===== config.mk =====
export PLATFORM = sky130hd
export DESIGN_NAME = decode_stage
export DESIGN_NICKNAME = d
export VERILOG_FILES = /design/src/design/core_pkg.sv /design/src/design/pipe_pkg.sv /design/src/design/decode_stage.sv /design/src/design/operand_bypass.sv /design/src/design/register_file.sv
export SDC_FILE = /design/constraint.sdc
export NUM_CORES = 2
export LEC_CHECK = 0
export BUFFER_PORTS_ARGS = -buffer_cell sky130_fd_sc_hd__buf_2
export CORE_UTILIZATION = 55
export CTS_CLUSTER_SIZE = 16
export DETAILED_ROUTE_END_ITERATION = 12
export PLACE_DENSITY = 0.74
export SLEW_MARGIN = 20
export SYNTH_ARGS = -nofsm -noshare
export SYNTH_HDL_FRONTEND = slang
export SYNTH_SLANG_ARGS = --single-unit

===== constraint.sdc =====
create_clock -name clk -period 47.1 [get_ports clk]
set_input_delay 2.355 -clock clk [delete_from_list [all_inputs] [get_ports clk]]
set_output_delay 2.355 -clock clk [all_outputs]
set_load 0.02 [all_outputs]

===== src/design/core_pkg.sv =====
package core_pkg;

    // Datapath and register file sizing
    localparam int XLEN      = 32;
    localparam int REG_COUNT = 32;

    typedef logic [XLEN-1:0] addr_t;
    typedef logic [XLEN-1:0] data_t;
    typedef logic [XLEN-1:0] inst_t;

    typedef logic [$clog2(REG_COUNT)-1:0] reg_idx_t;

    // Instruction store
    localparam int IMEM_WORDS = 256;

    typedef logic [$clog2(IMEM_WORDS)-1:0] imem_idx_t;  // PC bits 9:2

    localparam inst_t NOP_INST = 32'h0000_0013;         // addi x0, x0, 0

    // Sequential fetch advances one word
    localparam int PC_STEP = 4;

    // Source register fields of an RV32 instruction
    localparam int RS1_LSB = 15;
    localparam int RS2_LSB = 20;

    // Next PC source
    typedef enum logic [1:0] {
        PC_SEQ    = 2'd0,  // pc + 4
        PC_BRANCH = 2'd1,
        PC_JAL    = 2'd2,
        PC_JALR   = 2'd3
    } pc_sel_e;

endpackage


===== src/design/pipe_pkg.sv =====
package pipe_pkg;

    import core_pkg::*;

    // Next PC request from later stages
    typedef struct packed {
        pc_sel_e sel;
        addr_t   branch_target;
        addr_t   jal_target;
        addr_t   jalr_target;
    } redirect_t;

    // Fetch to decode bundle
    typedef struct packed {
        addr_t pc;
        addr_t pc4;
        inst_t inst;
    } fetch_t;

    // Register file write port
    typedef struct packed {
        logic     en;
        reg_idx_t rd;
        data_t    data;
    } wb_write_t;

    // One forwarding source, execute leaves the load fields at zero
    typedef struct packed {
        logic     wr_en;
        reg_idx_t rd;
        data_t    result;
        logic     is_load;
        data_t    mem_data;
    } fwd_src_t;

    // Instruction currently in execute
    typedef struct packed {
        logic     is_load;
        reg_idx_t rd;
    } load_info_t;

    // Which sources the decode instruction actually reads
    typedef struct packed {
        logic has_rs1;
        logic has_rs2;
    } src_use_t;

endpackage


===== src/design/decode_stage.sv =====
`timescale 1ns/1ps

module decode_stage (
    input  logic                 clk,
    input  logic                 reset,
    input  logic                 freeze,
    input  pipe_pkg::fetch_t     fetch,
    input  pipe_pkg::wb_write_t  wb,
    input  pipe_pkg::fwd_src_t   ex_fwd,
    input  pipe_pkg::fwd_src_t   mm_fwd,
    input  pipe_pkg::load_info_t load,
    input  pipe_pkg::src_use_t   src_use,
    output core_pkg::addr_t      id_pc,
    output core_pkg::inst_t      id_inst,
    output core_pkg::data_t      operand_a,
    output core_pkg::data_t      operand_b,
    output logic                 hazard
);

    import core_pkg::*;

    reg_idx_t rs1;
    reg_idx_t rs2;
    data_t    file_a;
    data_t    file_b;
    logic     rs1_conflict;
    logic     rs2_conflict;

    // IF/ID register
    always_ff @(posedge clk or posedge reset) begin
        if (reset) begin
            id_pc   <= '0;
            id_inst <= NOP_INST;
        end else if (!freeze) begin
            id_pc   <= fetch.pc;
            id_inst <= fetch.inst;
        end
    end

    assign rs1 = id_inst[RS1_LSB +: $bits(reg_idx_t)];
    assign rs2 = id_inst[RS2_LSB +: $bits(reg_idx_t)];

    // Load result not ready until after memory
    assign rs1_conflict = src_use.has_rs1 && (rs1 == load.rd);
    assign rs2_conflict = src_use.has_rs2 && (rs2 == load.rd);
    assign hazard       = load.is_load && (rs1_conflict || rs2_conflict);

    register_file register_file_inst (
        .clk    (clk),
        .reset  (reset),
        .wb     (wb),
        .rs1    (rs1),
        .rs2    (rs2),
        .rdata1 (file_a),
        .rdata2 (file_b)
    );

    operand_bypass bypass_a (
        .rs        (rs1),
        .file_data (file_a),
        .ex_fwd    (ex_fwd),
        .mm_fwd    (mm_fwd),
        .operand   (operand_a)
    );

    operand_bypass bypass_b (
        .rs        (rs2),
        .file_data (file_b),
        .ex_fwd    (ex_fwd),
        .mm_fwd    (mm_fwd),
        .operand   (operand_b)
    );

endmodule


===== src/design/operand_bypass.sv =====
`timescale 1ns/1ps

module operand_bypass (
    input  core_pkg::reg_idx_t rs,
    input  core_pkg::data_t    file_data,
    input  pipe_pkg::fwd_src_t ex_fwd,
    input  pipe_pkg::fwd_src_t mm_fwd,
    output core_pkg::data_t    operand
);

    logic ex_hit;
    logic mm_hit;

    assign ex_hit = ex_fwd.wr_en && (ex_fwd.rd == rs) && (rs != '0);
    assign mm_hit = mm_fwd.wr_en && (mm_fwd.rd == rs) && (rs != '0);

    always_comb begin
        if (ex_hit) begin
            operand = ex_fwd.result;  // Youngest producer first
        end else if (mm_hit) begin
            operand = mm_fwd.is_load ? mm_fwd.mem_data : mm_fwd.result;
        end else begin
            operand = file_data;
        end
    end

endmodule


===== src/design/register_file.sv =====
`timescale 1ns/1ps

module register_file (
    input  logic                clk,
    input  logic                reset,
    input  pipe_pkg::wb_write_t wb,
    input  core_pkg::reg_idx_t  rs1,
    input  core_pkg::reg_idx_t  rs2,
    output core_pkg::data_t     rdata1,
    output core_pkg::data_t     rdata2
);

    import core_pkg::*;

    data_t regs [0:REG_COUNT-1];

    always_ff @(posedge clk or posedge reset) begin
        if (reset) begin
            for (int i = 0; i < REG_COUNT; i++) begin
                regs[i] <= '0;
            end
        end else if (wb.en && wb.rd != '0) begin  // x0 stays zero
            regs[wb.rd] <= wb.data;
        end
    end

    // No write-through, a same-cycle read sees the old value
    assign rdata1 = (rs1 == '0) ? '0 : regs[rs1];
    assign rdata2 = (rs2 == '0) ? '0 : regs[rs2];

endmodule


# After elaboration in Yosys (flattened, before gate mapping)

Cells that the tools add are included.

Output and inout bits: 129
Bits in registers: 1088

Bitwise operators: 3
Reduce and logical (&&, ||, !) cells: 19
Equality and inequality tests: 6
Mux-type cells: 16
Magnitude comparators: 4

Operator list:

| kind               | count |
|---|---|
| $bwmux 1024        | 1 |
| $mux 32            | 12 |
| $bmux 32 s5        | 2 |
| $demux 32 s5       | 1 |
| $eq 5x5->1         | 6 |
| $ge 6x6->1 const B | 3 |
| $not 5->6          | 3 |
| $reduce_bool 5->1  | 3 |
| $logic_and 1x1->1  | 13 |
| $logic_not 5->1    | 2 |
| $lt 6x1->1 const B | 1 |
| $logic_or 1x1->1   | 1 |

# Logic depth before layout (Yosys ltp)

Depth in word-level cells: 7
Gate-level depth with buffers: 10

# Cells and area by module

From an unflattened synthesis, not the netlist that was laid out.

Cells, all modules: 4259
Area, all modules: 60553.1 sq um

Modules (own cells, without submodules):

| module         | seq. area each (sq um) | cells an instance | instances | area an instance (sq um) |
|---|---|---|---|---|
| register_file  | 25624.6                | 3692              | 1         | 54732.5 |
| operand_bypass | 0.0                    | 208               | 2         | 1508.9 |
| decode_stage   | 1605.3                 | 151               | 1         | 2802.7 |

# Least setup slack after synthesis

OpenSTA, ideal clock, no wires.

Path kind: input to output
Start point: in mm_fwd[69] in the netlist's numbering
End point: out operand_a[7]
Slack: 40.701 ns
Path buffers: 1
Arrival time: 4.044 ns
Stages: 5
Cell sequence: or3_1 a211oi_2 buf_2 a22oi_1 a31oi_1

Cells in the longest elaborated chain, start to end: 5

RTL lines:

| item                           | RTL line             | RTL |
|---|---|---|
| from (decl)                    | decode_stage.sv:10   | `input pipe_pkg::fwd_src_t mm_fwd,` |
| $eq 5x5->1                     | operand_bypass.sv:15 | `assign mm_hit = mm_fwd.wr_en && (mm_fwd.rd == rs) && (rs != '0);` |
| $logic_and 1x1->1 (2 in a row) | operand_bypass.sv:15 |  |
| $mux 32                        | operand_bypass.sv:20 | `end else if (mm_hit) begin` |
| $mux 32                        | operand_bypass.sv:18 | `if (ex_hit) begin` |
| to (decl)                      | decode_stage.sv:15   | `output core_pkg::data_t operand_a,` |

No other way between the ends.

# Final worst setup path

Start point: reg id_inst[16]
End point: out operand_a[2]

Cells in the longest elaborated chain, start to end: 7

RTL lines:

| item                                       | RTL line             | RTL |
|---|---|---|
| from (decl)                                | decode_stage.sv:14   | `output core_pkg::inst_t id_inst,` |
| from (signal assigned)                     | decode_stage.sv:36   | `id_inst <= fetch.inst;` |
| $not 5->6 (implied by the code)            | register_file.sv:28  | `assign rdata1 = (rs1 == '0) ? '0 : regs[rs1];` |
| $bmux 32 s5                                | register_file.sv:28  |  |
| $mux 32 (implied by the code) (2 in a row) | register_file.sv:28  |  |
| $mux 32                                    | register_file.sv:28  |  |
| $mux 32                                    | operand_bypass.sv:20 |  |
| $mux 32 *                                  | operand_bypass.sv:18 |  |

Mark *: on every way between the ends. The rest lies on a longest branch, timed or not. The select of a mux whose other input is x is not followed.

==> metrics.txt <==
status=complete, but fails checks; failing checks=design-rule violations; starting density of the core=55.5%; final core utilization=61.7%; Area Overhead vs Synth=11.2%; GRT Resource Usage Total=35.8%; critical path data required time=44.74 ns; Final min period=8.79 ns; CP max FO=48; maximum VDD drop=34.3 uV; Top FF cell, synth=dfrtp_1; layout filler cell count=7920; vias in the first global route=41014; Worst Hold Path Cells=0; flops & latches, synth=1088; Gate Count Post-Synth=3997; Hold Buf Count CTS=0; routed vias/inst=7.14; Max Cap Viol=0; Placer Congestion=0.850; die height=328 um; Final Max Tran Viols=0; die footprint=0.108 mm^2; pwr dens=44.8 mW/mm^2; Reg area=0.0273 mm^2; multi-input logic area=0.0294 mm^2; drt first pass iters=9; RR Startpoint=id_inst[15]$_DFFE_PP0N_; cts repair resizes=0; Netlist cell types=57; Core Region=0.105 mm^2; initial antenna violation count=10; Seq/Total Area, Yosys=46.5%; clk_lat worst skew=0.71 ns; Post-synth ARST share=100%; Clock Skews=0 ns; EDFF count, synth=0; CP Launch Type=flip-flop; H-tree Lvls=3; Num Clock Sinks=1088; Rows=119; pin count of the biggest net entering global routing=134; hold_sp=register_file_inst.regs[1014]$_DFFE_PP0P_; Setup WS pre-CTS=39.14 ns; capture point of the worst reg-to-reg path=id_inst[15]$_DFFE_PP0N_; setup_tns=0 ns; TritonCTS clock tree=built; Hold EP=register_file_inst.regs[1014]$_DFFE_PP0P_; PortBufs=350; Syn Nets=4284; LEAKAGE=28.4 nW; Final Net Count=4404; CP Capture Type=output port; fmax=114 MHz; postcts setup bufs=0; Critical Path AT=6.43 ns; endpoints failing setup=0; chip width=328 um; Synth Warn #=0; HPWL after detailed placement=112000 um; Least-Margin Pin Slew=1.20 ns; Mapped Area=0.0585 mm^2; setup repair after global routing missed its margin=no; endpoints failing hold=0; Root Driver=clkbuf_16; Max clock buf depth=3; Detailed Route WL=191000 um; Avg Inst Size Synth=14.6 um^2; post-route ant nets=0; crit path kind=flip-flop to output port; GRT overflow=0; final period utilization=18.7%; DR WL/cell=34.0 um; type of the most critical hold path=flip-flop to flip-flop; via count=40063; # IOs=416; Slew Limit Headroom=19.5%; 1st-iter DRT viols=4850; CTS clk-pin slew, worst paths=0.06 ns; final routed DRC violation total=48; Min Hold Slack=0.397 ns; final worst slack=38.31 ns; worst reg2reg path depth=2; share of cells above drive strength 1=54.5%; clock buffer count from CTS=117; setup slack, reg-to-reg=45.12 ns; first-pass GRT wire length=281000 um
-- per-stage QoR --
| step | instance area (um^2) | instances | total power, mW |
|---|---|---|---|
| floorplan | 58500 | 3997 | 1.75 |
| global placement | 61000 | 5388 | 1.92 |
| detailed placement | 61000 | 5388 | 1.95 |
| CTS | 65000 | 5606 | 2.91 |
| global route | 65100 | 5609 | 3.02 |
| finish | 65100 | 5613 | 2.92 |
-- cells by family after synthesis --
family                    synth area share, %
muxes                                    41.7
and+or+nand+nor                          2.16
buffers and inverters                    3.71
DFF                                      46.5
AOI/OAI and AO/OA                        5.47
xor gates and xnor gates                0.419
-- placed cells by master, fill, tap and decap left out, drive strengths merged, types with 14 or more instances in the layout --
cell type	count
a31oi	35
a221oi	38
buf	452
mux2	1119
mux2i	151
nor2	87
a21oi	37
xnor2	17
a221o	32
a22oi	105
o32a	15
or3	14
nor4	17
nand2	46
mux4	456
nor3b	19
o21ai	56
clkinv	32
clkbuf	171
nand2b	16
o22ai	51
o31ai	21
dfrtp	1085
-- worst max-delay path by stage --
stage	startpoint	endpoint	slack, ns	cells past startpoint
floorplan	reset	id_inst[10]$_DFFE_PP0N_	14.12	1
global placement	id_inst[16]$_DFFE_PP0N_	operand_a[2]	39.15	10
detailed placement	id_inst[16]$_DFFE_PP0N_	operand_a[2]	39.14	10
CTS	id_inst[16]$_DFFE_PP0N_	operand_a[2]	38.38	10
global route	id_inst[16]$_DFFE_PP0N_	operand_a[2]	38.11	10
finish	id_inst[16]$_DFFE_PP0N_	operand_a[2]	38.31	10
-- registers in the layout, summed over array words and instances (netlist names) --
signal / count
register_file_inst.regs: 1024
id_inst: 32
id_pc: 32
-- area by class of cell --
cell class	count	share of cell area (%)
antenna	6	0.0231
clock buffer	171	5.34
clock inverter	47	0.869
inverter	10	0.0692
multi-input combinational	2448	45.2
sequential	1088	41.9
tap	1391	2.67
timing repair buffer	452	3.92
-- cell usage after synthesis (46+ instances only) --
cell,instances,area (um^2)
nor2_1,87,327
a22oi_1,105,788
o22ai_1,51,319
o21ai_0,52,260
mux2i_1,151,1510
mux2_2,1119,12600
buf_2,83,415
dfrtp_1,1085,27200
nand2_1,46,173
buf_1,74,278
mux4_2,452,10200
clkbuf_1,255,957
-- worst max-delay path, cell delays in order, from the launching register on --
cell     delay [ns]
dfrtp_4        0.70
buf_4          0.80
buf_4          0.87
buf_4          0.60
and2_2         0.42
buf_4          0.90
a22oi_1        0.24
o21ai_0        0.16
nand2_1        0.09
a31oi_1        0.57
buf_2          0.29
-- report_power, final --
part           leakage, nW  switching [mW]  internal, mW  total (mW)
Sequential            13.9           0.142          1.11        1.25
Combinational         12.6           0.322         0.382       0.704
Clock                 2.01           0.397         0.565       0.962
-- per-layer routing --
| layer | global-route usage, % | share of wire (%) |
|---|---|---|
| met5 | 0 | 0.035 |
| met4 | 17.4 | 5.5 |
| met3 | 8.83 | 10 |
| met2 | 55.2 | 46 |
| met1 | 47.8 | 38 |
(Power assumes the default switching activity.)
